File: src/include/axi_xfer_settings.svh
`ifndef AXI_XFER_SETTINGS_SVH
`define AXI_XFER_SETTINGS_SVH

// Byte address width of the AXI bus
`define AXI_XFER_ADDR_W 32

// Data bus width in bits
// Any power of two from 32 upwards
`define AXI_XFER_DATA_W 32

// Byte length field of a user command
`define AXI_XFER_LEN_W 16

// AWLEN field, beats minus one
`define AXI_XFER_AXLEN_W 8

// Word and beat counters
`define AXI_XFER_CNT_W 16

`endif

File: src/hdl/axi_xfer_pkg.sv
`include "axi_xfer_settings.svh"

package axi_xfer_pkg;

   localparam int DATA_W   = `AXI_XFER_DATA_W;
   localparam int STRB_W   = DATA_W / 8;      // Byte lanes per word
   localparam int OFFSET_W = $clog2(STRB_W);  // Lane index bits

   typedef logic [`AXI_XFER_ADDR_W-1:0]  addr_t;    // Byte address
   typedef logic [`AXI_XFER_LEN_W-1:0]   len_t;     // Byte count
   typedef logic [DATA_W-1:0]            data_t;    // One bus word
   typedef logic [STRB_W-1:0]            strb_t;    // One bit per byte lane
   typedef logic [`AXI_XFER_AXLEN_W-1:0] axlen_t;   // Beats minus one
   typedef logic [`AXI_XFER_CNT_W-1:0]   cnt_t;     // Words or beats
   typedef logic [OFFSET_W-1:0]          offset_t;  // Lane within a word
   typedef logic [1:0]                   resp_t;    // BRESP code

   typedef struct packed {
      addr_t addr;
      len_t  len;
   } xfer_cmd_t;

   typedef struct packed {
      addr_t  addr;  // Word aligned
      axlen_t len;
      logic   last;  // Burst closes the transfer
   } burst_info_t;

   typedef struct packed {
      addr_t      addr;
      axlen_t     len;
      logic [2:0] size;
      logic [1:0] burst;
   } aw_beat_t;

   typedef struct packed {
      offset_t offset;        // Destination lane of the first byte
      strb_t   initial_strb;  // Strobe of beat 0
      strb_t   final_strb;    // Strobe of the last beat
      cnt_t    src_words;     // Words read from the source
      cnt_t    axi_beats;     // Beats written on W
      logic    extra_beat;    // One beat more than source words
   } xfer_geom_t;

   typedef enum logic [2:0] {IDLE, CALC, ADDR, DATA, RESP} seq_state_t;

   localparam logic [2:0] AXSIZE_FULL = 3'(OFFSET_W);  // Full bus width per beat
   localparam logic [1:0] BURST_INCR  = 2'b01;

endpackage

File: src/hdl/axi_burst_sequencer.sv
`timescale 1ns/1ps

module axi_burst_sequencer (
   input  logic                      clk_i,
   input  logic                      rst_i,
   input  logic                      cmd_valid_i,
   output logic                      cmd_ready_o,
   input  axi_xfer_pkg::burst_info_t burst_i,
   output logic                      xfer_start_o,  // Controller loads the command
   output logic                      burst_adv_o,   // Controller steps to next burst
   output logic                      aw_valid_o,
   input  logic                      aw_ready_i,
   output axi_xfer_pkg::aw_beat_t    aw_o,
   output logic                      burst_go_o,
   output axi_xfer_pkg::cnt_t        burst_beats_o,
   input  logic                      burst_done_i,
   input  logic                      b_valid_i,
   output logic                      b_ready_o,
   input  axi_xfer_pkg::resp_t       b_resp_i,
   output logic                      done_o,
   output axi_xfer_pkg::resp_t       done_resp_o
);

   import axi_xfer_pkg::*;

   localparam resp_t RESP_OKAY = 2'b00;

   seq_state_t state_q;
   seq_state_t state_d;
   logic       last_q;   // Burst in flight closes the transfer
   resp_t      worst_q;  // Worst response of earlier bursts
   resp_t      worst_d;
   logic       aw_hs;
   logic       b_hs;

   assign xfer_start_o = cmd_valid_i && cmd_ready_o;

   assign aw_valid_o  = (state_q == ADDR);
   assign aw_hs       = aw_valid_o && aw_ready_i;
   assign burst_adv_o = aw_hs;
   assign burst_go_o  = aw_hs;  // W side starts with the address

   // Payload comes straight from the controller, steady until burst_adv
   assign aw_o.addr     = burst_i.addr;
   assign aw_o.len      = burst_i.len;
   assign aw_o.size     = AXSIZE_FULL;
   assign aw_o.burst    = BURST_INCR;
   assign burst_beats_o = cnt_t'(burst_i.len) + cnt_t'(1);

   assign b_ready_o = (state_q == RESP);
   assign b_hs      = b_valid_i && b_ready_o;

   // Codes rank by value, DECERR over SLVERR over OKAY
   assign worst_d = (b_resp_i > worst_q) ? b_resp_i : worst_q;

   always_comb begin
      state_d = state_q;
      case (state_q)
         IDLE:    if (xfer_start_o) state_d = CALC;
         CALC:    state_d = ADDR;  // Burst info settles here
         ADDR:    if (aw_hs) state_d = DATA;
         DATA:    if (burst_done_i) state_d = RESP;
         RESP: begin
            if (b_hs) begin
               state_d = last_q ? IDLE : CALC;
            end
         end
         default: state_d = IDLE;
      endcase
   end

   always_ff @(posedge clk_i or posedge rst_i) begin
      if (rst_i) begin
         state_q     <= IDLE;
         cmd_ready_o <= 1'b0;
         last_q      <= 1'b0;
         worst_q     <= RESP_OKAY;
         done_o      <= 1'b0;
         done_resp_o <= RESP_OKAY;
      end else begin
         state_q     <= state_d;
         cmd_ready_o <= (state_d == IDLE);  // Low for a cycle after reset
         done_o      <= b_hs && last_q;

         if (aw_hs) begin
            last_q <= burst_i.last;  // Controller moves on at this edge
         end

         if (xfer_start_o) begin
            worst_q <= RESP_OKAY;
         end else if (b_hs) begin
            worst_q <= worst_d;
         end

         if (b_hs && last_q) begin
            done_resp_o <= worst_d;  // Held until the next completion
         end
      end
   end

endmodule

File: config.mk
export PLATFORM = sky130hd
export DESIGN_NAME = axi_burst_sequencer
export DESIGN_NICKNAME = d
export VERILOG_FILES = /design/src/hdl/axi_xfer_pkg.sv /design/src/hdl/axi_burst_sequencer.sv
export VERILOG_INCLUDE_DIRS = /design/src /design/src/include
export SDC_FILE = /design/constraint.sdc
export NUM_CORES = 1
export LEC_CHECK = 0
export BUFFER_PORTS_ARGS = -buffer_cell sky130_fd_sc_hd__buf_2
export CORE_UTILIZATION = 34
export CTS_CLUSTER_SIZE = 8
export DETAILED_ROUTE_END_ITERATION = 6
export PLACE_DENSITY = 0.88
export SKIP_LAST_GASP = 1
export SYNTH_ARGS = -nofsm -noshare
export SYNTH_HDL_FRONTEND = slang
export SYNTH_SLANG_ARGS = --single-unit
File: constraint.sdc
create_clock -name clk_i -period 1.8 [get_ports clk_i]
set_clock_uncertainty 0.2 [all_clocks]
set_input_delay 0.09 -clock clk_i [delete_from_list [all_inputs] [get_ports clk_i]]
set_output_delay 0.09 -clock clk_i [all_outputs]
set_load 0.03 [all_outputs]
# [Word-level counts from Yosys, hierarchy flattened]
# Cells that the tools add are included.
[word_totals] inputBits=49 regBits=10 wordCells=28 out_inout_bits=70
[classes] add_sub_neg=1 order_cmp=1 n_reduce_logical=7 muxes=9 eq_ne=4
[op_table] operator="3-bit case mux with 5 select lines" count=1
[op_table] operator="3-bit two-way mux" count=4
[op_table] operator="8-bit by 1-bit adder with 9-bit output, second input constant" count=1
[op_table] operator="3-bit by 2-bit equality test with 1-bit output, second input constant" count=2
[op_table] operator="3-bit zero test" count=2
[op_table] operator="2-bit two-way mux" count=3
[op_table] operator="1-bit logical AND" count=4
[op_table] operator="3-bit by 1-bit equality test with 1-bit output, second input constant" count=1
[op_table] operator="3-bit equality test, second input constant" count=1
[op_table] operator="2-bit greater-than comparator" count=1
[op_table] operator="2-bit nonzero test" count=1
[op_table] operator="1-bit two-way mux" count=1

# [Logic depth before layout (Yosys ltp)]
[depth] depth_word=5 depth_mapped=5 mapped_depth_nobuf=5

# [Worst setup path after synthesis]
# Ideal clock, no wire load.
[synth_path] path_type="reg-to-reg" start="reg state_q[2]" end="reg last_q" synth_period_minus_slack_ns=1.833 path_slack_ns=-0.033 path_buffers=0 stages_incl_launch_ff=4 t_arrival_ns=1.506 cell_sequence="dfrtp_1 > nand2b_1 > nor3b_2 > mux2_1"
[synth_via] elab_chain_len=2
[synth_rtl] element="start: declaration" line_no="axi_burst_sequencer.sv:28" source="seq_state_t state_q;"
[synth_rtl] element="start signal: assignment" line_no="axi_burst_sequencer.sv:81" source="state_q <= state_d;"
[synth_rtl] element="3-bit by 2-bit equality test with 1-bit output" line_no="axi_burst_sequencer.sv:38" source="assign aw_valid_o = (state_q == ADDR);"
[synth_rtl] element="1-bit logical AND" line_no="axi_burst_sequencer.sv:39" source="assign aw_hs = aw_valid_o && aw_ready_i;"
[synth_rtl] element="via burst_adv_o" line_no="axi_burst_sequencer.sv:10" source="output logic burst_adv_o,"
[synth_rtl] element="end signal: assignment" line_no="axi_burst_sequencer.sv:86" source="last_q <= burst_i.last;"
[synth_rtl] element="end: declaration" line_no="axi_burst_sequencer.sv:30" source="logic last_q;"
# The timed path passes the listed nets, and every way through them passes these cells.
# A chain may end at the register's enable or synchronous reset.

# [Worst setup path after layout]
[layout_path] start="reg state_q[2]" end="out burst_go_o"
[layout_via] elab_chain_len=2
[layout_rtl] element="3-bit by 2-bit equality test with 1-bit output" line_no="axi_burst_sequencer.sv:38"
[layout_rtl] element="1-bit logical AND" line_no="axi_burst_sequencer.sv:39"
[layout_rtl] element="end: declaration" line_no="axi_burst_sequencer.sv:14" source="output logic burst_go_o,"
# No other way between the ends.

==> impl_metrics.toml <==
[outcome]
status = "completed"

[synthesis]
yosysWarnings = 0
synth_top_cell_by_area = "buf_4"
yosysMostFrequentCell = "buf_4"
syn_inst = 125
avgSynthCellArea_um2 = 8.67
synth_seq_cells = 10
synth_area_leaders = "buf_4 (37%), dfrtp_1 (23%), ha_1 (4.6%), xnor2_1 (3.2%), inv_1 (2.8%)"
synth_top_area_share_pct = 36.7
synth-compound-area-share_pct = 9.93
yosys-top-cells-count = "buf_4 (53), dfrtp_1 (10), inv_1 (8)"
synth_xor_area_share_pct = 4.85
synth_top_flop_cell = "dfrtp_1"
synth_top_family_by_area = "buffers and inverters"
synth.mux.area_fraction_pct = 1.96
synthArstFlopShare_pct = 100
synthSimpleGateAreaFrac_pct = 13.9
yosysSeqAreaShare_pct = 23.1
synth_area_mm2 = 0.00108
synth_adder_area_share_pct = 4.62
synth.distinct_cells = 35
synth-edff-count = 0

[clocking]
h-tree-depth = 1
cts_made_buffers = 3
cts_root_buf = "clkbuf_4"
cts.sinks = 10
cts_tree = "done"
clock_path_buffers = 2
post_cts_buffers = 0
cts.clk_slew.worst_paths_ps = 60
clk-insertion-delay-late_ps = 260
ctsHoldBuffers = 39
cts_resized = 0

[critical_path]
max_stage_delay_ps = 420
r2r-start = "worst_q[1]"
crit_slowest_cell = "dfrtp_1"
path_buf_inv = 1
cp-start-kind = "flip-flop"
path_cells = "nand2b_1 > nor3b_4 > buf_2"
worstPathRequired_ps = 1510
cp_top_family = "simple AND/OR/NAND/NOR gates"
startpoint = "state_q[2]"
critPathCaptureType = "primary output"
crit_path_max_fanout = 7
path_class = "reg -> out"
critPathArrivalTime_ps = 1390

[sta]
layout_setup_ws_ps = 117
rsz0062_at_grt = "false"
finalSetupTns_ps = 0
fin_crit_ps = 1680
drv_slew = 0
hold_viol = 0
fin_crit_sh_pct = 93.5
fmax_mhz = 594
setup_viol = 0

[layout]
antenna_cells = 0
fillers = 284
register_area_um2 = 250
finalNetCount = 221
final_cells = 210
multi_input_area_um2 = 433
drive_above_1_share_pct = 31.3
area_delta_synth_final_pct = 29.6
fin_area_mm2 = 0.00140

[placement]
placed_cell_area_um2 = 991
placed_cells = 168
gp_congestion = 0.796
io_buffers = 42
place_ws_ps = 222
dp_hpwl_um = 1350

[grt]
grt_pass1_vias = 703
grt_pass1_wl_um = 3020
track_usage_pct = 11.4
grt-ovfl-total = 0
antenna_found_initial = 0
grt_max_degree = 11

[routing]
ant_nets = 0
vias = 890
firstDrtPassIters = 4
drt_iter0_drc = 32
drc = 0
routed_via_density = 4.24
wl_per_cell_um = 9.91
routed_wl_um = 2080

[power_and_ir_drop]
power.density_mw_per_mm2 = 951
power_w = 0.00133
ir_drop_uv = 258
p_leak_nw = 0.712

[hold_path]
worstHoldStart = "b_resp_i[1]"
hold_path_class = "in -> reg"

[floorplanning]
core_area_mm2 = 0.00303
chipWidth_um = 58.5
rows = 20
fp.dieH_um = 58.5
ioPinCount = 119
die-area_mm2 = 0.00342
start_util_pct = 35.8

[flow_run]
cap_violations = 0
## metrics by stage
step,utilization [%],hold slack [ps]
2_1_floorplan,-,-270
3_3_place_gp,32.7,-128
3_5_place_dp,32.7,-121
4_1_cts,46.4,69.9
5_1_grt,46.4,100
6_report,46.4,78.6
## path summary, 6_finish.rpt
path | end | slack (ps) | depth (start not counted)
max reg2reg | done_resp_o[0] | 200 | 5
min reg2reg | done_resp_o[1] | 320 | 2
min in group asynchronous | done_resp_o[0] | 150 | 3
min | done_resp_o[1] | 80 | 4
max | burst_go_o | 120 | 3
max in group asynchronous | state_q[0] | 980 | 3
## flip-flops by register name, summed over array words and instances, names as in the netlist
register and cells:
cmd_ready_o 1, done_resp_o 2, done_o 1, worst_q 2, last_q 1, state_q 3
## logic make-up (layout without fill, tap and decap cells)
| family | after synthesis | in the layout |
|---|---|---|
| muxes | 2 | 2 |
| AOI/OAI and AO/OA | 14 | 14 |
| and+or+nand+nor | 24 | 24 |
| adders and majority gates | 4 | 4 |
| xor gates and xnor gates | 6 | 6 |
| buffers and inverters | 63 | 94 |
| DFF | 10 | 10 |
| other | 2 | 12 |
## cell type report
cell class	instances	area share, %
Timing Repair Buffer	82	43.3
Tap cell	44	3.92
Sequential cell	10	17.8
Clock buffer	3	1.60
Multi-Input combinational cell	62	30.8
Inverter	9	2.50
## where the power goes
group / leakage [nW] / switching [W] / internal (W) / total, W
Clock: 0.0138 / 0.0000693 / 0.0000769 / 0.000146
Combinational: 0.569 / 0.000533 / 0.000281 / 0.000815
Sequential: 0.129 / 0.0000672 / 0.000306 / 0.000374
Total: 0.712 / 0.000670 / 0.000665 / 0.00133
## cell usage in the layout (no fill, tap or decap), types with 3 or more instances in the layout
| cell | instances |
|---|---|
| a21oi_1 | 4 |
| nand2_1 | 5 |
| dfrtp_1 | 10 |
| ha_1 | 4 |
| clkbuf_4 | 3 |
| dlygate4sd3_1 | 39 |
| nor2_1 | 4 |
| conb_1 | 12 |
| buf_2 | 42 |
| inv_1 | 8 |
| xnor2_1 | 4 |
## layer usage
metal | GRT usage, % | part of all wire, % | routed length, um
met5 | 0 | 0 | 0
met4 | 6.12 | 1.3 | 27
met3 | 1.98 | 7.8 | 162
met2 | 20.5 | 55 | 1150
met1 | 12.7 | 36 | 741
## worst register-to-register path, delay by kind of cell (launching register included)
family,cells,cell delay [ps]
AOI/OAI and AO/OA,2,390
buffers and inverters,1,80
DFF,1,380
and+or+nand+nor,1,200
adders and majority gates,1,230
(Power assumes the default switching activity.)
