**src/include/axi_xfer_settings.svh**
```systemverilog
`ifndef AXI_XFER_SETTINGS_SVH
`define AXI_XFER_SETTINGS_SVH

// Byte address width of the AXI bus
`define AXI_XFER_ADDR_W 32

// Data bus width in bits
// Any power of two from 32 upwards
`define AXI_XFER_DATA_W 32

// Byte length field of a user command
`define AXI_XFER_LEN_W 16

// AWLEN field, beats minus one
`define AXI_XFER_AXLEN_W 8

// Word and beat counters
`define AXI_XFER_CNT_W 16

`endif

```
**src/hdl/axi_xfer_pkg.sv**
```systemverilog
`include "axi_xfer_settings.svh"

package axi_xfer_pkg;

   localparam int DATA_W   = `AXI_XFER_DATA_W;
   localparam int STRB_W   = DATA_W / 8;      // Byte lanes per word
   localparam int OFFSET_W = $clog2(STRB_W);  // Lane index bits

   typedef logic [`AXI_XFER_ADDR_W-1:0]  addr_t;    // Byte address
   typedef logic [`AXI_XFER_LEN_W-1:0]   len_t;     // Byte count
   typedef logic [DATA_W-1:0]            data_t;    // One bus word
   typedef logic [STRB_W-1:0]            strb_t;    // One bit per byte lane
   typedef logic [`AXI_XFER_AXLEN_W-1:0] axlen_t;   // Beats minus one
   typedef logic [`AXI_XFER_CNT_W-1:0]   cnt_t;     // Words or beats
   typedef logic [OFFSET_W-1:0]          offset_t;  // Lane within a word
   typedef logic [1:0]                   resp_t;    // BRESP code

   typedef struct packed {
      addr_t addr;
      len_t  len;
   } xfer_cmd_t;

   typedef struct packed {
      addr_t  addr;  // Word aligned
      axlen_t len;
      logic   last;  // Burst closes the transfer
   } burst_info_t;

   typedef struct packed {
      addr_t      addr;
      axlen_t     len;
      logic [2:0] size;
      logic [1:0] burst;
   } aw_beat_t;

   typedef struct packed {
      offset_t offset;        // Destination lane of the first byte
      strb_t   initial_strb;  // Strobe of beat 0
      strb_t   final_strb;    // Strobe of the last beat
      cnt_t    src_words;     // Words read from the source
      cnt_t    axi_beats;     // Beats written on W
      logic    extra_beat;    // One beat more than source words
   } xfer_geom_t;

   typedef enum logic [2:0] {IDLE, CALC, ADDR, DATA, RESP} seq_state_t;

   localparam logic [2:0] AXSIZE_FULL = 3'(OFFSET_W);  // Full bus width per beat
   localparam logic [1:0] BURST_INCR  = 2'b01;

endpackage

```
**src/hdl/axi_transfer_ctrl.sv**
```systemverilog
`timescale 1ns/1ps

`include "axi_xfer_settings.svh"

module axi_transfer_ctrl (
   input  logic                      clk_i,
   input  logic                      rst_i,
   input  logic                      xfer_start_i,  // Command accepted
   input  logic                      burst_adv_i,   // Current burst issued on AW
   input  axi_xfer_pkg::xfer_cmd_t   cmd_i,
   output axi_xfer_pkg::burst_info_t burst_o,
   output axi_xfer_pkg::xfer_geom_t  geom_o
);

   import axi_xfer_pkg::*;

   // One bit wider than a length so offset plus length cannot wrap
   typedef logic [`AXI_XFER_LEN_W:0] span_t;

   localparam span_t MAX_BURST_B = span_t'((2 ** `AXI_XFER_AXLEN_W) * STRB_W);
   localparam span_t PAGE_B      = span_t'(4096);
   localparam span_t LANE_MASK   = span_t'(STRB_W - 1);

   xfer_cmd_t cmd_q;       // Command as accepted
   addr_t     cur_addr_q;  // Aligned start of the pending burst
   len_t      rem_len_q;   // User bytes not yet covered by a burst
   logic      first_q;     // Pending burst is the first one

   span_t     page_room;    // Bytes up to the next 4 KB page
   span_t     burst_cap;    // Bytes one burst may span
   span_t     lead;         // Unused lanes ahead of the first byte
   span_t     avail;        // User bytes that fit in this burst
   span_t     take;         // User bytes this burst writes
   span_t     burst_bytes;  // Bus bytes this burst spans
   span_t     burst_beats;

   offset_t   cmd_off;
   span_t     span;         // Offset plus length
   offset_t   end_lane;     // Lane after the last byte, zero when full
   strb_t     init_strb;
   strb_t     fin_strb;
   cnt_t      src_words;
   cnt_t      axi_beats;

   // Burst size
   // Only the first burst carries the lane offset
   always_comb begin
      page_room = PAGE_B - span_t'(cur_addr_q[11:0]);
      burst_cap = (page_room < MAX_BURST_B) ? page_room : MAX_BURST_B;

      lead  = first_q ? span_t'(cmd_q.addr[OFFSET_W-1:0]) : '0;
      avail = burst_cap - lead;  // Never zero, start is word aligned

      if (span_t'(rem_len_q) < avail) begin
         take = span_t'(rem_len_q);
      end else begin
         take = avail;
      end

      burst_bytes = (lead + take + LANE_MASK) & ~LANE_MASK;  // Round up to whole beats
      burst_beats = burst_bytes >> OFFSET_W;
   end

   assign burst_o.addr = cur_addr_q;
   assign burst_o.len  = axlen_t'(burst_beats - span_t'(1));
   assign burst_o.last = (take == span_t'(rem_len_q));  // Nothing left after this one

   always_ff @(posedge clk_i or posedge rst_i) begin
      if (rst_i) begin
         cur_addr_q <= '0;
         rem_len_q  <= '0;
         first_q    <= 1'b0;
      end else if (xfer_start_i) begin
         cur_addr_q <= cmd_i.addr & ~addr_t'(STRB_W - 1);  // Drop lane bits
         rem_len_q  <= cmd_i.len;
         first_q    <= 1'b1;
      end else if (burst_adv_i) begin
         cur_addr_q <= cur_addr_q + addr_t'(burst_bytes);  // Next burst starts right after
         rem_len_q  <= rem_len_q - len_t'(take);
         first_q    <= 1'b0;
      end
   end

   // Whole transfer shape follows from the command alone
   always_ff @(posedge clk_i) begin
      if (xfer_start_i) begin
         cmd_q <= cmd_i;
      end
   end

   assign cmd_off  = cmd_q.addr[OFFSET_W-1:0];
   assign span     = span_t'(cmd_off) + span_t'(cmd_q.len);
   assign end_lane = span[OFFSET_W-1:0];

   // Lane masks for the edge beats
   // A single beat transfer is cut on both sides by the aligner
   always_comb begin
      for (int i = 0; i < STRB_W; i++) begin
         init_strb[i] = (span_t'(i) >= span_t'(cmd_off)) && (span_t'(i) < span);
         fin_strb[i]  = (end_lane == '0) || (offset_t'(i) < end_lane);
      end
   end

   assign src_words = cnt_t'((span_t'(cmd_q.len) + LANE_MASK) >> OFFSET_W);
   assign axi_beats = cnt_t'((span + LANE_MASK) >> OFFSET_W);  // Offset may spill a word

   assign geom_o.offset       = cmd_off;
   assign geom_o.initial_strb = init_strb;
   assign geom_o.final_strb   = fin_strb;
   assign geom_o.src_words    = src_words;
   assign geom_o.axi_beats    = axi_beats;
   assign geom_o.extra_beat   = (axi_beats != src_words);

endmodule

```
**config.mk**
```make
export PLATFORM = sky130hd
export DESIGN_NAME = axi_transfer_ctrl
export DESIGN_NICKNAME = d
export VERILOG_FILES = /design/src/hdl/axi_xfer_pkg.sv /design/src/hdl/axi_transfer_ctrl.sv
export VERILOG_INCLUDE_DIRS = /design/src /design/src/include
export SDC_FILE = /design/constraint.sdc
export NUM_CORES = 1
export LEC_CHECK = 0
export BUFFER_PORTS_ARGS = -buffer_cell sky130_fd_sc_hd__clkbuf_2
export CORE_MARGIN = 10
export CORE_UTILIZATION = 40
export DETAILED_ROUTE_END_ITERATION = 6
export SLEW_MARGIN = 20
export SYNTH_ARGS = -nofsm -noshare
export SYNTH_HDL_FRONTEND = slang
export SYNTH_SLANG_ARGS = --single-unit
```
**constraint.sdc**
```tcl
create_clock -name clk_i -period 7.37 [get_ports clk_i]
set_input_delay 0.3685 -clock clk_i [delete_from_list [all_inputs] [get_ports clk_i]]
set_output_delay 0.3685 -clock clk_i [all_outputs]
set_load 0.01 [all_outputs]
```
Yosys cells after proc, flatten, opt, wreduce, memory -nomap -nowiden --
Index checks and enable logic that the tools add are counted.
Word-level totals: logic and storage cells 48, register bits 67
Cells by class: $add $sub $neg 10, equal/unequal tests 2, mux-type cells 9, reduce and logical (&&, ||, !) cells 9, magnitude comparators 13
Operators by type and width (count):
- 32-bit 2-to-1 mux | 2
- 17-bit by 2-bit adder with 17-bit output, second input constant | 2
- 1-bit by 17-bit less-than comparator with 1-bit output, first input constant | 2
- 2-bit by 17-bit less-than comparator with 1-bit output, first input constant | 2
- 17-bit 2-to-1 mux | 2
- 32-bit by 17-bit adder with 32-bit output | 1
- 16-bit 2-to-1 mux | 2
- 16-bit by 2-bit adder with 17-bit output, second input constant | 1
- 2-bit by 16-bit adder with 17-bit output | 1
- 2-bit by 17-bit adder with 17-bit output | 1
- 17-bit by 16-bit == test with 1-bit output | 1
- 16-bit by 17-bit less-than comparator with 1-bit output | 1
- 17-bit by 11-bit less-than comparator with 1-bit output, second input constant | 1
- 17-bit by 2-bit subtractor with 17-bit output | 1
- 16-bit subtractor | 1
- 15-bit inequality test | 1
- 13-bit by 12-bit subtractor with 14-bit output, first input constant | 1
- 8-bit by 1-bit subtractor with 8-bit output, second input constant | 1
- 1-bit by 2-bit greater-or-equal comparator with 1-bit output, first input constant | 2
- 1-bit logical OR | 4
- 1-bit by 2-bit less-than comparator with 1-bit output, first input constant | 2
- 2-bit less-than comparator, first input constant | 2
- 1-bit logical AND | 3
- 2-bit greater-or-equal comparator, first input constant | 1
- other kinds (4) | 5

Depth between registers and ports, before layout --
Gate-level depths: netlist (run 1).
depth after elaboration 11, gate-level depth with buffers 39, mapped depth without buffers 36

Least setup slack after synthesis (run 1) --
OpenSTA, ideal clock, no wires.
path kind flip-flop to flip-flop, from register cur_addr_q[2], to register cur_addr_q[20], setup slack -54 ps, arrival 7289 ps, cell stages (with the launch flop) 40, buffers on the path 4, path through dfrtp_1 buf_6 inv_1 ha_1 buf_2 nor3b_1 a21o_1 and2_1 buf_6 a21oi_1 o21ai_0 inv_1 ha_1 nand4_1 a211oi_1 nor4_1 o21ai_1 nand2_2 [... 4 more ...] ha_1 or2_2 o32a_2 o311ai_4 nor2_4 xnor2_2 ha_1 a21o_1 a21oi_1 o21bai_1 a21oi_1 nor2b_1 o21ai_0 a21oi_1 o211ai_1 a31oi_1 xnor2_1 o21ai_0
Between the ends: longest elaborated chain between the ends 11
RTL lines:
- start: declaration | RTL line axi_transfer_ctrl.sv:25 | addr_t cur_addr_q;
- start signal: assignment | RTL line axi_transfer_ctrl.sv:74 | cur_addr_q <= cmd_i.addr & ~addr_t'(STRB_W - 1);
- start signal: assignment | RTL line axi_transfer_ctrl.sv:78 | cur_addr_q <= cur_addr_q + addr_t'(burst_bytes);
- 13-bit by 12-bit subtractor with 14-bit output | RTL line axi_transfer_ctrl.sv:48 | page_room = PAGE_B - span_t'(cur_addr_q[11:0]);
- 17-bit by 11-bit less-than comparator with 1-bit output | RTL line axi_transfer_ctrl.sv:49 | burst_cap = (page_room < MAX_BURST_B) ? page_room : MAX_BURST_B;
- 17-bit 2-to-1 mux | RTL line axi_transfer_ctrl.sv:49
- 17-bit by 2-bit subtractor with 17-bit output | RTL line axi_transfer_ctrl.sv:52 | avail = burst_cap - lead;
- 16-bit by 17-bit less-than comparator with 1-bit output | RTL line axi_transfer_ctrl.sv:54 | if (span_t'(rem_len_q) < avail) begin
- 17-bit 2-to-1 mux | RTL line axi_transfer_ctrl.sv:54
- 2-bit by 17-bit adder with 17-bit output | RTL line axi_transfer_ctrl.sv:60 | burst_bytes = (lead + take + LANE_MASK) & ~LANE_MASK;
- 17-bit by 2-bit adder with 17-bit output | RTL line axi_transfer_ctrl.sv:60
- 32-bit by 17-bit adder with 32-bit output (*) | RTL line axi_transfer_ctrl.sv:78
- 32-bit 2-to-1 mux (*) | RTL line axi_transfer_ctrl.sv:77 | end else if (burst_adv_i) begin
- 32-bit 2-to-1 mux (*) | RTL line axi_transfer_ctrl.sv:73 | end else if (xfer_start_i) begin
Every way passes the cells marked *; elsewhere a longest branch is shown, timed or not. The select of a mux whose other input is x is not followed. A chain may end at the register's enable or synchronous reset.

Final worst setup path (run 1) --
from register cur_addr_q[2], to register cur_addr_q[22]
Same word-level chain as after synthesis.

==> impl_metrics.tcl, run 1 <==
set metrics [dict create \
    grt_usage_pct 17.2 \
    yosys.area_share.simple_pct 22.6 \
    die_h_um 154 \
    multi_input_area_um2 5180 \
    clk_pin_slew_ns 0.06 \
    synth.area.top_cells "dfrtp_1, ha_1, xnor2_1" \
    setup_ws_ns 0.460 \
    synth-compound-area-share_pct 20.6 \
    r2r_cells 38 \
    tightest_slew_ns 0.880 \
    cts_tree "yes" \
    start_util_pct 41.1 \
    nFillCells 1723 \
    critical_path.top_delay_family "compound AO/OA/AOI/OAI gates" \
    hold_viol 0 \
    p_leak_nw 3.65 \
    max-clock-path-buffers 2 \
    wirelength_um 21000 \
    p_sw_mw 2.42 \
    finalSetupViolations 0 \
    use_met1_pct 23.7 \
    clk_latency_ns 0.35 \
    critPathRequiredTime_ns 7.57 \
    r2r-end "cur_addr_q[22]$_DFFE_PP0N_" \
    drc 0 \
    grt_pass1_vias 6660 \
    path_class "flop to flop" \
    finClkSkew_ns 0.0103 \
    hpwl_um 16500 \
    synth-adder-area-share_pct 10.4 \
    io_buffers 130 \
    ys.flop_type "dfrtp_1" \
    cp_slowest_cell "dfrtp_1" \
    p_sw_share_pct 51.2 \
    drv_cap 0 \
    crit_buf_inv 7 \
    synth_top_area_cell "dfrtp_1" \
    drtAntennaViolNets 0 \
    cts_sinks 65 \
    top_usage_layer "met2" \
    grt-ovfl-total 0 \
    clkPwrFrac_pct 8.9 \
    r2r_start "cur_addr_q[2]$_DFFE_PP0N_" \
    die_x_um 154 \
    drtPass1Iterations 5 \
    slew_violations 0 \
    wire_per_inst_um 16.9 \
    grt_pass1_wl_um 34200 \
    die_area_um2 23600 \
    r2r_slack_ns 0.46 \
    gr-usage-met2_pct 26.8 \
    synth_edf_count 18 \
    dp_slack_ns -0.0261 \
    synth.avg_cell_area_um2 8.14 \
    drive_gt1_share_pct 23.8 \
    cts_inserted_buffers 9 \
    power.internal_mw 2.31 \
    startpoint_type "flop" \
    p_seq_share_pct 13.4 \
    synth_cell_types 83 \
    cpPeakStageDelay_ns 0.39 \
    viasPerCell 5.47 \
    htree_levels 3 \
    boundaryPins 136 \
    met3_usage_pct 3.26 \
    synth_top_cells_by_count "nand2_1, xnor2_1, nor2_1, o21ai_0, ha_1" \
    clock.fmax_ghz 0.145 \
    coreArea_um2 17400 \
    antenna_found_initial 0 \
    syn_to_final_growth_pct 19.4 \
    synthMuxAreaShare_pct 3.67 \
    status "finished clean" \
    peakVddDrop_v 0.000240 \
    hold_class "input port to async pin" \
    cp_data_arrival_time_ns 7.11 \
    drt-initial-drc-count 411 \
    synth_top_area_share_pct 16.4 \
    synth_top_family_by_area "simple AND/OR/NAND/NOR gates" \
    grt_max_degree 72 \
    syn_area_um2 7150 \
    seq_area_frac_synth_pct 24.0 \
    synth_most_common_cell "nand2_1" \
    fin_crit_sh_pct 93.8 \
    synth_seq_cells 65 \
    rows 48 \
    power_frac_comb_pct 77.7 \
    power.density_nw_per_um2 553 \
    slew_headroom_pct 41.3 \
    cts-root-buf "clkbuf_16" \
    regArea_um2 1720 \
    synth-xor-area-share_pct 13.2 \
    gp_congestion 0.913 \
    yosysWarnings 0 \
    whs_ns 0.150 \
    netlist_instances 879 \
    cp_max_fo 8 \
    vias 6811 \
    cts_hold_buf 0 \
    crit_path_end_kind "flop" \
    min_period_ns 6.91 \
    async_flop_share_pct 72.3 \
    antenna_cells 0 \
    finalNetCount 1124 \
]
[routing by layer]
metal	routed length (µm)	vias to the layer above
li1	-	3410
met1	10100	3211
met2	9560	172
met3	1010	18
met4	279	0
met5	0	-
[logic make-up after synthesis]
group / after synthesis
and+or+nand+nor: 321
AOI/OAI and AO/OA: 220
xor gates and xnor gates: 106
buffers and inverters: 84
DFF: 65
adders and majority gates: 58
muxes: 23
other: 2
[power groups by stage]
| stage | combinational [mW] | clock, mW | sequential [mW] |
|---|---|---|---|
| after detailed placement | 3.51 | 0 | 0.632 |
| after CTS | 3.53 | 0.432 | 0.629 |
| final | 3.67 | 0.421 | 0.634 |
| after global routing | 4.07 | 0.448 | 0.651 |
| after floorplan | 2.60 | 0 | 0.608 |
| after global placement | 3.50 | 0 | 0.635 |
[stage by stage]
| stage | power, mW | utilization [%] | instances | instance area, µm² | setup TNS (ns) |
|---|---|---|---|---|---|
| finish | 4.72 | 49.0 | 1245 | 8540 | 0 |
| global route | 5.17 | 49.0 | 1245 | 8540 | -0.0357 |
| CTS | 4.59 | 48.1 | 1239 | 8380 | 0 |
| detailed placement | 4.14 | 46.4 | 1223 | 8090 | -0.0918 |
| global placement | 4.14 | 46.4 | 1223 | 8090 | 0 |
| floorplan | 3.21 | - | 883 | 7170 | 0 |
[timing repair]
action                     CTS  global route
setup endpoints to repair    8            23
cloned                       0             0
gates resized for setup      1            27
pin swaps                    0             7
buffers inserted             0             6
[flip-flops by register name, summed over array words and instances, names as in the netlist]
register / cells
first_q: 1
cmd_q: 16
cur_addr_q: 30
rem_len_q: 16
geom_o: 2
[layout by cell type, fill, tap and decap left out, drive strengths merged, types with 15 or more instances in the layout]
| cell | count |
|---|---|
| a31oi | 18 |
| clkbuf | 140 |
| nand2 | 113 |
| o21ai | 71 |
| dfrtp | 47 |
| buf | 36 |
| mux2i | 23 |
| a21oi | 49 |
| xor2 | 35 |
| and3 | 15 |
| nand3 | 21 |
| edfxtp | 18 |
| nor3 | 33 |
| nand4 | 17 |
| inv | 41 |
| nor2 | 66 |
| xnor2 | 71 |
| ha | 54 |
[worst register-to-register path: cells and delay by family, from the launching register on]
| family | cells | cell delay, ns |
|---|---|---|
| AO/OA/AOI/OAI | 16 | 2.93 |
| flip-flops | 1 | 0.39 |
| adder cells (fa/ha/maj) | 4 | 1.10 |
| AND/OR/NAND/NOR | 9 | 1.11 |
| XOR/XNOR | 2 | 0.31 |
| buffers and inverters | 7 | 0.90 |
[worst max path at each step]
stage	from	to	slack (ns)	depth (start not counted)
floorplan	cur_addr_q[2]$_DFFE_PP0N_	cur_addr_q[20]$_DFFE_PP0N_	0.03	38
global placement	cur_addr_q[2]$_DFFE_PP0N_	cur_addr_q[17]$_DFFE_PP0N_	0.13	33
detailed placement	cur_addr_q[2]$_DFFE_PP0N_	cur_addr_q[31]$_DFFE_PP0N_	-0.03	33
CTS	cur_addr_q[2]$_DFFE_PP0N_	cur_addr_q[31]$_DFFE_PP0N_	0.02	33
global route	cur_addr_q[2]$_DFFE_PP0N_	cur_addr_q[17]$_DFFE_PP0N_	-0.02	35
finish	cur_addr_q[2]$_DFFE_PP0N_	cur_addr_q[22]$_DFFE_PP0N_	0.46	38
[layout make-up]
type / instances / area share [%]
Clock buffer: 11 / 2.97
Clock inverter: 5 / 0.425
Inverter: 40 / 1.77
Multi-Input combinational cell: 734 / 60.7
Sequential cell: 65 / 20.1
Tap cell: 225 / 3.30
Timing Repair Buffer: 165 / 10.7
Power figures use the tool's default switching activity.
==> run 2, diff against run 1 <==
--- a/config.mk
+++ b/config.mk
@@ -6,6 +6,7 @@
 export SDC_FILE = /design/constraint.sdc
 export NUM_CORES = 1
 export LEC_CHECK = 0
+export ABC_AREA = 1
 export BUFFER_PORTS_ARGS = -buffer_cell sky130_fd_sc_hd__clkbuf_2
 export CORE_MARGIN = 10
 export CORE_UTILIZATION = 40
==> run 2 against run 1 <==
Maximum frequency up 0.40%. Critical path depth up 18. Design area down 2.1%. Synthesized cell count up 15%. Setup slack better by 0.027 ns. Non-clock buffer count down 14. Core utilization down 0.19 points.
==> impl_metrics.tcl, run 2 <==
set metrics [dict create \
    cp_slowest_cell "dfrtp_2" \
    boundaryPins 136 \
    layout_commonest_cell "nand2_1" \
    clk_pin_slew_ns 0.07 \
    grt_pass1_vias 6826 \
    slew_violations 0 \
    drc 0 \
    fin_util_pct 48.8 \
    grt_max_degree 68 \
    rows 48 \
    fin_crit_sh_pct 93.4 \
    r2r_slack_ns 0.49 \
    drv_cap 0 \
    r2r_start "cur_addr_q[2]$_DFFE_PP0N_" \
    wirelength_um 21200 \
    synth_edf_count 18 \
    syn_to_final_growth_pct 21.0 \
    start_util_pct 40.4 \
    vias 7019 \
    crit_path_end_kind "flop" \
    seq_area_frac_synth_pct 24.8 \
    startpoint_type "flop" \
    synth_seq_cells 65 \
    htree_levels 3 \
    synth_most_common_cell "nand2_1" \
    grt_pass1_wl_um 34200 \
    drtAntennaViolNets 0 \
    synth.avg_cell_area_um2 6.82 \
    cp_max_fo 8 \
    drt-initial-drc-count 454 \
    clk_latency_ns 0.34 \
    dp.cells 1359 \
    synth.area.top_cells "dfrtp_1, nand2_1, ha_1" \
    fin_tns_setup_ns 0 \
    largest-register "cur_addr_q" \
    critical_path.top_delay_family "simple AND/OR/NAND/NOR gates" \
    io_buffers 130 \
    cts-root-buf "clkbuf_16" \
    syn_area_um2 6910 \
    gp_congestion 0.954 \
    synth_top_area_share_pct 17.0 \
    synth_cell_types 46 \
    grt_usage_pct 18.4 \
    ys.flop_type "dfrtp_1" \
    hold_class "input port to async pin" \
    cts_tree "yes" \
    max-clock-path-buffers 2 \
    die_h_um 151 \
    viasPerCell 5.05 \
    layout_common_cells "nand2_1, inv_1, clkbuf_2" \
    cpPeakStageDelay_ns 0.42 \
    critPathRequiredTime_ns 7.60 \
    hpwl_um 17000 \
    cts_sinks 65 \
    drive_gt1_share_pct 20.9 \
    finalNetCount 1269 \
    path_class "flop to flop" \
    die_area_um2 22900 \
    finClkSkew_ns 0.0138 \
    async_flop_share_pct 72.3 \
    min_period_ns 6.88 \
    synth_top_cells_by_count "nand2_1, inv_1, nor2_1, nand3_1, xor2_1" \
    crit_start "cur_addr_q[2]$_DFFE_PP0N_" \
    finalSetupViolations 0 \
    antenna_cells 0 \
    yosysWarnings 0 \
    die_x_um 151 \
    drtPass1Iterations 5 \
    crit_buf_inv 11 \
    status "finished clean" \
    finalNonFillerCells 1390 \
    wire_per_inst_um 15.2 \
    synth_top_area_cell "dfrtp_1" \
    slew_headroom_pct 36.7 \
    cp_common_cell "nand2_1" \
    tightest_slew_ns 0.943 \
    cp_data_arrival_time_ns 7.11 \
    clock.fmax_ghz 0.145 \
    largest_reg_flops 30 \
    cts_inserted_buffers 9 \
    netlist_instances 1013 \
    antenna_found_initial 0 \
    hold_viol 0 \
    top_regs "cur_addr_q (30), cmd_q (16), rem_len_q (16)" \
    coreArea_um2 17100 \
    grt-ovfl-total 0 \
]
[run 2: changes by cell type after synthesis, moves of 15 or more]
cell,previous run,this run
a31oi_1,18,1
inv_1,38,157
nor2_1,64,85
xor2_1,34,55
o211ai_1,5,20
o21ai_0,62,37
nand2_1,112,249
nand2_2,1,16
and3_1,15,0
xnor2_1,70,17
nand3_1,19,58
mux2i_1,19,0
[run 2: kinds of logic after synthesis]
family,Yosys count,synth area share [%]
multiplexers,1,0.199
buffers and inverters,185,10.6
AO/OA/AOI/OAI,153,13.8
XOR/XNOR,72,9.12
other,2,0.109
adder cells (fa/ha/maj),57,10.6
AND/OR/NAND/NOR,478,30.7
flip-flops,65,24.8
[run 2: layout make-up]
class / count / area [µm²]
Clock buffer: 12 / 246
Multi-Input combinational cell: 767 / 4650
Inverter: 166 / 629
Timing Repair Buffer: 151 / 808
Fill cell: 1789 / 8760
Tap cell: 225 / 282
Clock inverter: 4 / 28.8
Sequential cell: 65 / 1720
[run 2: through the flow]
step | instance area, µm² | setup slack, ns | hold WS, ns
CTS | 8070 | 0.0663 | 0.202
global route | 8360 | -0.128 | 0.197
detailed placement | 7800 | 0.0152 | 0.490
global placement | 7800 | 0.0748 | 0.486
finish | 8360 | 0.487 | 0.161
floorplan | 6930 | 0.764 | 0.467
[run 2: worst register-to-register path: cells and delay by family (launching register included)]
| family | cells | cell delay, ns |
|---|---|---|
| AOI/OAI and AO/OA | 7 | 0.90 |
| xor gates and xnor gates | 2 | 0.41 |
| adders and majority gates | 4 | 0.99 |
| buffers and inverters | 11 | 0.90 |
| DFF | 1 | 0.42 |
| and+or+nand+nor | 32 | 3.14 |
[run 2: routing by layer]
metal	vias up	track usage (%)	routed length, µm
li1	3597	-	-
met1	3193	24.0	9620
met2	210	30.7	10000
met3	19	3.59	1260
met4	0	4.14	274
met5	-	0	0
[run 2: worst paths after layout]
check,cells past startpoint,endpoint
worst max-delay path,56,cur_addr_q[31]$_DFFE_PP0N_
worst min-delay path,2,rem_len_q[2]$_DFFE_PP0N_
worst max register to register,56,cur_addr_q[31]$_DFFE_PP0N_
worst min register to register,1,first_q$_DFFE_PP0N_
max in group asynchronous,2,cur_addr_q[2]$_DFFE_PP0N_
min in group clk_i,1,geom_o[41]$_DFFE_PP_
[run 2: repair_timing]
action / in CTS / in global routing
setup endpoints to repair: 2 / 17
pin swaps: 0 / 14
hold buffers: 0 / 0
buffers inserted: 0 / 15
gates resized for setup: 2 / 38
Power of run 2 is left out: the tool's default activity adds up to more than one toggle a clock period on the data nets, which glitch-free logic cannot reach.
==> run 3, diff against run 2 <==
--- a/config.mk
+++ b/config.mk
@@ -9,8 +9,9 @@
 export ABC_AREA = 1
 export BUFFER_PORTS_ARGS = -buffer_cell sky130_fd_sc_hd__clkbuf_2
 export CORE_MARGIN = 10
-export CORE_UTILIZATION = 40
+export CORE_UTILIZATION = 52
 export DETAILED_ROUTE_END_ITERATION = 6
+export PLACE_DENSITY = 0.79
 export SLEW_MARGIN = 20
 export SYNTH_ARGS = -nofsm -noshare
 export SYNTH_HDL_FRONTEND = slang
==> run 3 against run 2 <==
Maximum frequency up 0.57%. Non-clock buffer count down 2. Sequential share of layout area up 0.22 points. Count of clock-buffer cells in the layout down 3. Worst hold slack worse by 0.015 ns. Critical path depth unchanged.
==> impl_metrics.tcl, run 3 (synthesis gave the netlist of run 2 again) <==
set metrics [dict create \
    cts_hold_buf 0 \
    drv_cap 0 \
    layout_commonest_cell "nand2_1" \
    slew_violations 0 \
    r2r_start "cur_addr_q[2]$_DFFE_PP0N_" \
    grt_max_degree 68 \
    dp_slack_ns -0.0718 \
    boundaryPins 136 \
    cp_slowest_cell "dfrtp_1" \
    setup_ws_ns 0.526 \
    hpwl_um 16200 \
    clock.fmax_ghz 0.146 \
    htree_levels 3 \
    min_period_ns 6.84 \
    fin_crit_sh_pct 92.9 \
    crit_path_end_kind "flop" \
    finClkSkew_ns 0.0103 \
    r2r_slack_ns 0.53 \
    drc 0 \
    critPathRequiredTime_ns 7.62 \
    syn_to_final_growth_pct 19.6 \
    crit_start "cur_addr_q[2]$_DFFE_PP0N_" \
    hold_viol 0 \
    clk_pin_slew_ns 0.06 \
    largest-register "cur_addr_q" \
    setup.worst_path.end "cur_addr_q[29]$_DFFE_PP0N_" \
    drive_gt1_share_pct 20.4 \
    cp_common_cell "nand2_1" \
    antenna_found_initial 0 \
    die_area_um2 18300 \
    cts_tree "yes" \
    io_buffers 130 \
    vias 7192 \
    antenna_cells 0 \
    drt-initial-drc-count 452 \
    layout_common_cells "nand2_1, inv_1, clkbuf_2" \
    cp_data_arrival_time_ns 7.09 \
    clk_latency_ns 0.34 \
    cts-root-buf "clkbuf_16" \
    drtAntennaViolNets 0 \
    tightest_slew_ns 0.898 \
    grt_usage_pct 21.4 \
    cp_max_fo 9 \
    gp_congestion 0.961 \
    start_util_pct 52.6 \
    rows 42 \
    wire_per_inst_um 15.2 \
    status "finished clean" \
    path_class "flop to flop" \
    slew_headroom_pct 39.8 \
    max-clock-path-buffers 2 \
    grt_pass1_vias 6712 \
    fin_util_pct 62.9 \
    cts_inserted_buffers 9 \
    die_h_um 135 \
    top_regs "cur_addr_q (30), cmd_q (16), rem_len_q (16)" \
    viasPerCell 5.37 \
    die_x_um 135 \
    finalSetupViolations 0 \
    grt_pass1_wl_um 32400 \
    drtPass1Iterations 5 \
    grt-ovfl-total 0 \
    nFillCells 1245 \
    finalNetCount 1267 \
    hold_class "input port to async pin" \
    r2r_cells 56 \
    startpoint_type "flop" \
    coreArea_um2 13100 \
    cpPeakStageDelay_ns 0.42 \
    wirelength_um 20300 \
    cts_sinks 65 \
    largest_reg_flops 30 \
    r2r-end "cur_addr_q[29]$_DFFE_PP0N_" \
]
==> run 3: cell types whose count changed in the layout (fill, tap and decap cells not counted), moves of 3 or more <==
cell / before / now
buf_4: 21 / 18
ha_4: 5 / 2
nand2_2: 21 / 18
ha_1: 49 / 52
==> run 3: cell type report <==
cell class	instances	area, µm²	area share [%]
clock buffer	9	225	2.72
tap	176	220	2.66
clock inverter	7	71.3	0.863
inverter	166	627	7.58
multi-input combinational	767	4600	55.6
sequential	65	1720	20.8
timing repair buffer	149	806	9.75
==> run 3: worst min path at each step <==
stage | endpoint | slack (ns) | depth (start not counted)
6_report | cur_addr_q[8]$_DFFE_PP0N_ | 0.15 | 2
5_1_grt | geom_o[42]$_DFFE_PP_ | 0.20 | 1
4_1_cts | geom_o[42]$_DFFE_PP_ | 0.20 | 1
3_5_place_dp | first_q$_DFFE_PP0N_ | 0.49 | 1
3_3_place_gp | first_q$_DFFE_PP0N_ | 0.49 | 1
2_1_floorplan | cmd_q[0]$_DFFE_PP_ | 0.47 | 0
==> run 3: critical path: cells and delay by family (launching register included) <==
kind	cells	cell delay, ns
AND/OR/NAND/NOR	36	3.50
flip-flops	1	0.42
AO/OA/AOI/OAI	5	0.65
XOR/XNOR	1	0.14
buffers and inverters	10	0.90
adder cells (fa/ha/maj)	4	1.09
==> run 3: per-layer routing <==
layer / global-route usage (%) / up-vias / share of wire, %
met4: 5.44 / 0 / 1.8
met3: 5.34 / 30 / 6.7
met2: 37.5 / 226 / 49
li1: - / 3602 / -
met1: 25.6 / 3334 / 42
met5: 0 / - / 0
==> run 3: per-stage QoR <==
| step | hold slack [ns] | setup TNS, ns | area [µm²] | cells |
|---|---|---|---|---|
| final | 0.146 | 0 | 8270 | 1339 |
| after global routing | 0.195 | -0.504 | 8270 | 1339 |
| after CTS | 0.198 | 0 | 8030 | 1325 |
| after detailed placement | 0.491 | -0.0718 | 7730 | 1309 |
| after global placement | 0.487 | 0 | 7730 | 1309 |
| after floorplan | 0.467 | 0 | 6930 | 1017 |
==> run 3: repair_timing <==
action | CTS | global route
pin swaps | 0 | 10
setup buffers | 0 | 14
endpoints found under the setup margin | 4 | 18
gates resized for setup | 2 | 31
Power of run 3 is left out for the same reason.
